[src/common/rv_decode_cfg.svh]
`ifndef RV_DECODE_CFG_SVH
`define RV_DECODE_CFG_SVH

//////////////////////////////////////////////////
// Decode stage widths
//////////////////////////////////////////////////

// Data path width, RV32I
`define RV_XLEN 32

// Architectural integer registers
`define RV_NUM_REGS 32

`endif

[src/common/rv_decode_pkg.sv]
`include "rv_decode_cfg.svh"

package rv_decode_pkg;

    //////////////////////////////////////////////////
    // Plain vectors
    //////////////////////////////////////////////////

    typedef logic [`RV_XLEN-1:0]             word_t;
    typedef logic [$clog2(`RV_NUM_REGS)-1:0] reg_addr_t;
    typedef logic [$clog2(`RV_XLEN)-1:0]     shamt_t;

    //////////////////////////////////////////////////
    // Encodings
    //////////////////////////////////////////////////

    typedef enum logic [2:0] {
        IMM_NONE = 3'd0,
        IMM_I    = 3'd1,
        IMM_S    = 3'd2,
        IMM_B    = 3'd3,
        IMM_U    = 3'd4,
        IMM_J    = 3'd5
    } imm_fmt_t;

    // Zero is the bubble operation
    typedef enum logic [4:0] {
        ALU_NOP  = 5'd0,
        ALU_ADD  = 5'd1,
        ALU_SUB  = 5'd2,
        ALU_SLL  = 5'd3,
        ALU_SLT  = 5'd4,
        ALU_SLTU = 5'd5,
        ALU_XOR  = 5'd6,
        ALU_SRL  = 5'd7,
        ALU_SRA  = 5'd8,
        ALU_OR   = 5'd9,
        ALU_AND  = 5'd10,
        ALU_BEQ  = 5'd11,
        ALU_BNE  = 5'd12,
        ALU_BLT  = 5'd13,
        ALU_BGE  = 5'd14,
        ALU_BLTU = 5'd15,
        ALU_BGEU = 5'd16,
        ALU_JAL  = 5'd17,
        ALU_LUI  = 5'd18
    } alu_op_t;

    typedef enum logic [2:0] {
        LOAD_NONE = 3'd0,
        LOAD_LB   = 3'd1,
        LOAD_LH   = 3'd2,
        LOAD_LW   = 3'd3,
        LOAD_LBU  = 3'd4,
        LOAD_LHU  = 3'd5
    } load_t;

    typedef enum logic [1:0] {
        STORE_NONE = 2'd0,
        STORE_SB   = 2'd1,
        STORE_SH   = 2'd2,
        STORE_SW   = 2'd3
    } store_t;

    //////////////////////////////////////////////////
    // Bundles
    //////////////////////////////////////////////////

    typedef struct packed {
        reg_addr_t rs1;
        reg_addr_t rs2;
        reg_addr_t rd;
        shamt_t    shamt;
        alu_op_t   alu_op;
        logic      alu_src1_pc;
        logic      alu_src2_imm;
        load_t     load;
        store_t    store;
        logic      wb_from_mem;
        logic      rd_we;
    } decode_ctrl_t;

    typedef struct packed {
        reg_addr_t addr;
        word_t     data;
        logic      we;
    } wb_port_t;

    typedef struct packed {
        word_t        pc;
        word_t        imm;
        word_t        rs1_data;
        word_t        rs2_data;
        word_t        store_data;
        decode_ctrl_t ctrl;
    } id_ex_t;

endpackage

[src/decode/imm_extender.sv]
`timescale 1ns/1ps

`include "rv_decode_cfg.svh"

module imm_extender (
    input  logic [24:0]             bits,
    input  rv_decode_pkg::imm_fmt_t fmt,
    output rv_decode_pkg::word_t    imm
);

    import rv_decode_pkg::*;

    // bits[k] holds instruction bit k+7, so bits[24] is the sign
    logic sign;

    assign sign = bits[24];

    always_comb
    begin
        case (fmt)
            IMM_I:
                imm = {{(`RV_XLEN-12){sign}}, bits[24:13]};
            IMM_S:
                imm = {{(`RV_XLEN-12){sign}}, bits[24:18], bits[4:0]};
            // imm[12|10:5|4:1|11] with bit 0 implied zero
            IMM_B:
                imm = {{(`RV_XLEN-12){sign}}, bits[0], bits[23:18], bits[4:1], 1'b0};
            IMM_U:
                imm = {bits[24:5], 12'b0};
            // imm[20|10:1|11|19:12]
            IMM_J:
                imm = {{(`RV_XLEN-20){sign}}, bits[12:5], bits[13], bits[23:14], 1'b0};
            default:
                imm = '0;
        endcase
    end

endmodule

[src/decode/register_file.sv]
`timescale 1ns/1ps

`include "rv_decode_cfg.svh"

module register_file (
    input  logic                     CLK,
    input  logic                     rst,
    input  rv_decode_pkg::reg_addr_t rs1_addr,
    input  rv_decode_pkg::reg_addr_t rs2_addr,
    output rv_decode_pkg::word_t     rs1_data,
    output rv_decode_pkg::word_t     rs2_data,
    input  rv_decode_pkg::wb_port_t  wb
);

    import rv_decode_pkg::*;

    word_t regs [`RV_NUM_REGS];

    //////////////////////////////////////////////////
    // Write port
    //////////////////////////////////////////////////

    // Writes to x0 are dropped
    always_ff @(posedge CLK)
    begin
        if (rst)
        begin
            for (int i = 0; i < `RV_NUM_REGS; i++)
            begin
                regs[i] <= '0;
            end
        end
        else if (wb.we && (wb.addr != '0))
        begin
            regs[wb.addr] <= wb.data;
        end
    end

    //////////////////////////////////////////////////
    // Read ports
    //////////////////////////////////////////////////

    // No bypass, same-cycle write shows up next cycle
    assign rs1_data = (rs1_addr == '0) ? '0 : regs[rs1_addr];
    assign rs2_data = (rs2_addr == '0) ? '0 : regs[rs2_addr];

endmodule

[src/decode/ins_decoder.sv]
`timescale 1ns/1ps

module ins_decoder (
    input  rv_decode_pkg::word_t        instr,
    output rv_decode_pkg::decode_ctrl_t ctrl,
    output rv_decode_pkg::word_t        imm
);

    import rv_decode_pkg::*;

    localparam logic [6:0] OPC_LUI    = 7'b0110111;
    localparam logic [6:0] OPC_AUIPC  = 7'b0010111;
    localparam logic [6:0] OPC_JAL    = 7'b1101111;
    localparam logic [6:0] OPC_JALR   = 7'b1100111;
    localparam logic [6:0] OPC_BRANCH = 7'b1100011;
    localparam logic [6:0] OPC_LOAD   = 7'b0000011;
    localparam logic [6:0] OPC_STORE  = 7'b0100011;
    localparam logic [6:0] OPC_OP_IMM = 7'b0010011;
    localparam logic [6:0] OPC_OP     = 7'b0110011;

    logic [6:0] opcode;
    logic [2:0] funct3;
    imm_fmt_t   fmt;
    logic       valid;
    logic       use_rs1;
    logic       use_rs2;

    assign opcode = instr[6:0];
    assign funct3 = instr[14:12];

    // Bit 30 picks SUB only for register ops, SRA/SRAI for both
    function automatic alu_op_t alu_op_from_funct3(input logic [2:0] f3,
                                                   input logic       alt,
                                                   input logic       reg_op);
        alu_op_t op;
        case (f3)
            3'b000:  op = (alt && reg_op) ? ALU_SUB : ALU_ADD;
            3'b001:  op = ALU_SLL;
            3'b010:  op = ALU_SLT;
            3'b011:  op = ALU_SLTU;
            3'b100:  op = ALU_XOR;
            3'b101:  op = alt ? ALU_SRA : ALU_SRL;
            3'b110:  op = ALU_OR;
            default: op = ALU_AND;
        endcase
        return op;
    endfunction

    //////////////////////////////////////////////////
    // Control decode
    //////////////////////////////////////////////////

    always_comb
    begin
        ctrl    = '0;
        fmt     = IMM_NONE;
        valid   = 1'b1;
        use_rs1 = 1'b0;
        use_rs2 = 1'b0;
        case (opcode)
            OPC_LUI:
            begin
                fmt               = IMM_U;
                ctrl.alu_op       = ALU_LUI;
                ctrl.alu_src2_imm = 1'b1;
                ctrl.rd_we        = 1'b1;
            end
            OPC_AUIPC, OPC_JAL:
            begin
                fmt               = (opcode == OPC_JAL) ? IMM_J : IMM_U;
                ctrl.alu_op       = (opcode == OPC_JAL) ? ALU_JAL : ALU_ADD;
                ctrl.alu_src1_pc  = 1'b1;
                ctrl.alu_src2_imm = 1'b1;
                ctrl.rd_we        = 1'b1;
            end
            OPC_JALR:
            begin
                fmt               = IMM_I;
                use_rs1           = 1'b1;
                ctrl.alu_op       = ALU_JAL;
                ctrl.alu_src2_imm = 1'b1;
                ctrl.rd_we        = 1'b1;
            end
            OPC_BRANCH:
            begin
                fmt     = IMM_B;
                use_rs1 = 1'b1;
                use_rs2 = 1'b1;
                case (funct3)
                    3'b000:  ctrl.alu_op = ALU_BEQ;
                    3'b001:  ctrl.alu_op = ALU_BNE;
                    3'b100:  ctrl.alu_op = ALU_BLT;
                    3'b101:  ctrl.alu_op = ALU_BGE;
                    3'b110:  ctrl.alu_op = ALU_BLTU;
                    3'b111:  ctrl.alu_op = ALU_BGEU;
                    default: valid = 1'b0;
                endcase
            end
            OPC_LOAD:
            begin
                fmt               = IMM_I;
                use_rs1           = 1'b1;
                ctrl.alu_op       = ALU_ADD;
                ctrl.alu_src2_imm = 1'b1;
                ctrl.wb_from_mem  = 1'b1;
                ctrl.rd_we        = 1'b1;
                case (funct3)
                    3'b000:  ctrl.load = LOAD_LB;
                    3'b001:  ctrl.load = LOAD_LH;
                    3'b010:  ctrl.load = LOAD_LW;
                    3'b100:  ctrl.load = LOAD_LBU;
                    3'b101:  ctrl.load = LOAD_LHU;
                    default: valid = 1'b0;
                endcase
            end
            OPC_STORE:
            begin
                fmt               = IMM_S;
                use_rs1           = 1'b1;
                use_rs2           = 1'b1;
                ctrl.alu_op       = ALU_ADD;
                ctrl.alu_src2_imm = 1'b1;
                case (funct3)
                    3'b000:  ctrl.store = STORE_SB;
                    3'b001:  ctrl.store = STORE_SH;
                    3'b010:  ctrl.store = STORE_SW;
                    default: valid = 1'b0;
                endcase
            end
            OPC_OP_IMM:
            begin
                fmt               = IMM_I;
                use_rs1           = 1'b1;
                ctrl.alu_op       = alu_op_from_funct3(funct3, instr[30], 1'b0);
                ctrl.alu_src2_imm = 1'b1;
                ctrl.rd_we        = 1'b1;
                if ((funct3 == 3'b001) || (funct3 == 3'b101))
                begin
                    ctrl.shamt = instr[24:20];
                end
            end
            OPC_OP:
            begin
                use_rs1     = 1'b1;
                use_rs2     = 1'b1;
                ctrl.alu_op = alu_op_from_funct3(funct3, instr[30], 1'b1);
                ctrl.rd_we  = 1'b1;
            end
            default:
                valid = 1'b0;
        endcase

        // Unused register fields leave as zero
        ctrl.rs1 = use_rs1 ? instr[19:15] : '0;
        ctrl.rs2 = use_rs2 ? instr[24:20] : '0;
        ctrl.rd  = ctrl.rd_we ? instr[11:7] : '0;

        // Anything not recognised becomes a bubble
        if (!valid)
        begin
            ctrl = '0;
            fmt  = IMM_NONE;
        end
    end

    imm_extender imm_ext0 (
        .bits (instr[31:7]),
        .fmt  (fmt),
        .imm  (imm)
    );

endmodule

[src/rtl/decoding_stage.sv]
`timescale 1ns/1ps

module decoding_stage (
    input  logic                    CLK,
    input  logic                    rst,
    input  logic                    stall,
    input  logic                    clear,
    input  rv_decode_pkg::word_t    instr,
    input  rv_decode_pkg::word_t    pc,
    input  rv_decode_pkg::wb_port_t wb,
    output rv_decode_pkg::id_ex_t   id_ex
);

    import rv_decode_pkg::*;

    decode_ctrl_t ctrl;
    word_t        imm;
    word_t        rs1_data;
    word_t        rs2_data;

    //////////////////////////////////////////////////
    // Decode and operand read, same instruction word
    //////////////////////////////////////////////////

    ins_decoder decoder0 (
        .instr (instr),
        .ctrl  (ctrl),
        .imm   (imm)
    );

    // Addresses come straight from the decoder, zero when unused
    register_file regfile0 (
        .CLK      (CLK),
        .rst      (rst),
        .rs1_addr (ctrl.rs1),
        .rs2_addr (ctrl.rs2),
        .rs1_data (rs1_data),
        .rs2_data (rs2_data),
        .wb       (wb)
    );

    //////////////////////////////////////////////////
    // ID/EX stage register
    //////////////////////////////////////////////////

    // Clear beats stall, rst behaves as clear
    always_ff @(posedge CLK)
    begin
        if (rst || clear)
        begin
            id_ex <= '0;
        end
        else if (!stall)
        begin
            id_ex.pc         <= pc;
            id_ex.imm        <= imm;
            id_ex.rs1_data   <= rs1_data;
            id_ex.rs2_data   <= rs2_data;
            // Store data is the rs2 operand as read here
            id_ex.store_data <= rs2_data;
            id_ex.ctrl       <= ctrl;
        end
    end

endmodule

[config.mk]
export PLATFORM = sky130hd
export DESIGN_NAME = decoding_stage
export DESIGN_NICKNAME = d
export VERILOG_FILES = /design/src/common/rv_decode_pkg.sv /design/src/decode/imm_extender.sv /design/src/decode/register_file.sv /design/src/decode/ins_decoder.sv /design/src/rtl/decoding_stage.sv
export VERILOG_INCLUDE_DIRS = /design/src /design/src/common
export SDC_FILE = /design/constraint.sdc
export NUM_CORES = 2
export LEC_CHECK = 0
export ABC_AREA = 0
export ABC_CLOCK_PERIOD_IN_PS = 2700
export BUFFER_PORTS_ARGS = -buffer_cell sky130_fd_sc_hd__buf_2
export CELL_PAD_IN_SITES_DETAIL_PLACEMENT = 0
export CELL_PAD_IN_SITES_GLOBAL_PLACEMENT = 2
export CORE_MARGIN = 4
export CORE_UTILIZATION = 38
export DETAILED_ROUTE_END_ITERATION = 8
export GPL_TIMING_DRIVEN = 0
export PLACE_DENSITY = 0.77
export SYNTH_ARGS = -nofsm -noshare
export SYNTH_HDL_FRONTEND = slang
export SYNTH_SLANG_ARGS = --single-unit
[constraint.sdc]
create_clock -name CLK -period 2.7 [get_ports CLK]
set_clock_uncertainty 0.1 [all_clocks]
set_input_delay 0.135 -clock CLK [delete_from_list [all_inputs] [get_ports CLK]]
set_output_delay 0.135 -clock CLK [all_outputs]
set_load 0.005 [all_outputs]
==> impl_metrics.py <==
metrics = {
    "outcome": {
        "outcome": "complete, but fails checks",
        "violations": "negative hold slack, max-capacitance violations, max-slew violations, negative setup slack",
    },
    "sta": {
        "fin_tns_setup_ps": -39680,
        "fin_crit_sh": 1.11,
        "min_period_ps": 2990,
        "tightest_slew_ps": 1600,
        "max_clock_freq_mhz": 334,
        "rsz0062_at_grt": "true",
        "drv_slew": 22,
        "holdWs_ps": -33.0,
        "hold_viol": 2,
        "relSlewSlack": -0.0660,
        "fin_ws_ps": -295,
        "setup_viol": 515,
    },
    "placement": {
        "gp_congestion": 1.09,
        "placed_cells": 7947,
        "dpl.hpwl_um": 270000,
        "place_area_um2": 64700,
        "preCtsSetupSlack_ps": -3190,
        "portBuffers": 294,
    },
    "critical_path": {
        "cpPeakStageDelay_ps": 570,
        "cp_data_required_time_ps": 3280,
        "crit_top_cell": "buf_4",
        "setup.worst_path.start": "instr[2]",
        "cp_max_fo": 10,
        "r2r_cells": 6,
        "worstSetupPathType": "input port to register",
        "critPathCapture": "id_ex[43]",
        "r2r_start": "regfile0.regs[11][14]",
        "rrSetupSlack_ps": 210,
        "r2r_end": "id_ex[48]",
        "crit_slowest_cell": "o21ai_2",
        "cp-end-kind": "register",
        "cp.arrival_ps": 3570,
        "path_cells": "buf_2 > buf_4 > nor3_4 > nand4_4 > buf_12 > a311oi_4 > nand2_4 > buf_4 > clkbuf_8 > o221ai_1 > o21ai_0 > o21ai_2 > nand3_1",
        "start_kind": "input port",
    },
    "power_and_ir_drop": {
        "pwr-share-clk": 0.451,
        "peakVddDrop_v": 0.000678,
        "power_mw": 44.7,
        "power_density_nw_per_um2": 598,
        "pwr-share-comb": 0.078,
        "power.switching_mw": 11.5,
        "p_int_mw": 33.2,
        "power_leakage_nw": 27.0,
        "power_switching_share": 0.257,
        "p_seq_frac": 0.471,
    },
    "cells_and_area": {
        "fin_area_um2": 74800,
        "multi_input_area_um2": 26000,
        "final_cell_mix": "edfxtp_1, and2_1, nand2_1, mux2i_1, a21oi_1",
        "layout.nets": 6352,
        "regArea_um2": 33500,
        "drive_gt1_frac": 0.204,
        "post_layout_nonfiller_instances": 8470,
        "final_common_cell": "edfxtp_1",
        "fin_util": 0.476,
        "n_fill_cell": 14600,
        "area_delta_synth_final_pct": 24.1,
    },
    "yosys": {
        "synth_edf_count": 1009,
        "synth.area.top_cells": "edfxtp_1, and2_1, mux2i_1, dfxtp_1, nand2_1",
        "yosys_warnings": 0,
        "synthCells": 5558,
        "postSynth.asyncResetShare": 0,
        "synth_top_area_cell": "edfxtp_1",
        "ys_types": 82,
        "ys_seq_elements": 1171,
        "synth_top_area_frac": 0.503,
        "avgSynthCellArea_um2": 10.8,
        "synth_area_um2": 60300,
        "ys_seq_area_frac": 0.557,
        "synth_ff_type": "edfxtp_1",
    },
    "drt": {
        "drt_iter0_markers": 10900,
        "vias": 57200,
        "remaining_drc_errors": 0,
        "post_drt_wl_per_cell_um": 46.0,
        "dr.pass1.iters": 8,
        "viasPerCell": 6.76,
        "drt-total-wl_um": 390000,
        "ant_nets": 0,
    },
    "clocking": {
        "clkTransAtPathRegs_ps": 60,
        "clk_latency_ps": 820,
        "cts_buffers": 141,
        "cts_max_level": 4,
        "cts.sinks": 1171,
        "cts_tree": "built",
        "root_buffer": "clkbuf_16",
        "clockBufferDepth": 3,
    },
    "floorplan": {
        "die_width_um": 406,
        "die_h_um": 406,
        "num_rows": 145,
        "ioPinCount": 300,
        "core_area_um2": 157000,
        "start_util": 0.384,
        "dieArea_um2": 165000,
    },
    "global_route": {
        "antenna_found_initial": 52,
        "grt_pass1_wl_um": 494000,
        "grt_max_degree": 33,
        "track_usage": 0.459,
        "grt_pass1_vias": 51500,
        "overflow": 0,
    },
    "hold_path": {
        "worstHoldPathType": "input port to register",
    },
    "run": {
        "cap_violations": 2,
    },
}
## cell type report
class	count	share of cell area
flip-flops and latches	1171	0.449
diodes	50	0.00167
inverters	49	0.00246
well taps	2058	0.0344
clock buffers	200	0.0545
clock inverters	59	0.00859
repair buffers	538	0.0521
plain buffers	551	0.0501
multi-input cells	3794	0.347
## worst min-delay path by stage
stage | start | to | slack [ps] | depth (start not counted)
5_1_grt | instr[2] | id_ex[10] | -0.3 | 4
6_report | instr[2] | id_ex[13] | -30 | 4
2_1_floorplan | pc[0] | id_ex[162] | 180 | 2
3_5_place_dp | pc[28] | id_ex[190] | 270 | 3
3_3_place_gp | pc[30] | id_ex[192] | 270 | 3
4_1_cts | pc[11] | id_ex[173] | 3 | 4
## per-layer routing
metal  track usage  routed length (um)
met2         0.616              152000
met3         0.217               61700
met4         0.368               39000
met1         0.556              136000
met5       0.00714                 287
## registers in the layout (all words and copies together), names as in the netlist
| register | count |
|---|---|
| regfile0.regs | 1009 |
| id_ex | 162 |
## timing repair
action	CTS	global route
setup endpoints to repair	117	321
hold buffers	97	0
gates resized for setup	684	226
pin swaps	73	76
endpoints found under the hold margin	114	0
setup buffers	75	47
gates cloned	2	1
## kinds of logic (layout without fill, tap and decap cells)
| logic type | count (synthesis) | after routing | share of synthesized area |
|---|---|---|---|
| multiplexers | 453 | 453 | 0.0844 |
| flip-flops | 1171 | 1171 | 0.557 |
| XOR/XNOR | 1 | 1 | 0.000145 |
| AND/OR/NAND/NOR | 2161 | 2161 | 0.187 |
| buffers and inverters | 609 | 1397 | 0.0428 |
| other | 1 | 67 | 0.0000622 |
| AO/OA/AOI/OAI | 1162 | 1162 | 0.129 |
## power groups by stage
| stage | logic [mW] | clock network [mW] | registers [mW] |
|---|---|---|---|
| final | 3.49 | 20.1 | 21.0 |
| after global routing | 3.48 | 20.6 | 21.1 |
| after CTS | 3.24 | 19.8 | 21.0 |
| after detailed placement | 3.01 | 0 | 21.4 |
| after global placement | 2.99 | 0 | 21.3 |
| after floorplan | 1.46 | 0 | 21.2 |
## Yosys cell counts, drive strengths merged, types with 16 or more instances
cell type and number:
edfxtp 1009, and2 1002, nand2 605, clkbuf 391, mux2i 362, a21oi 359
nor2 253, buf 169, dfxtp 162, o21ai 159, nand3 119, o22ai 115
o221ai 102, o211ai 63, a211oi 53, mux2 52, inv 49, a31oi 46
a221oi 45, a32oi 40, nor3 40, a22oi 39, mux4 39, or2 37
nand4 22, nor2b 21, o2111ai 21, a221o 20, nor4 17, a2111oi 16
a32o 16
## worst max-delay path: cells and delay by family
kind	cells	cell delay, ps
buffers and inverters	5	920
AOI/OAI and AO/OA	4	1650
and+or+nand+nor	4	840
(Power assumes the default switching activity.)
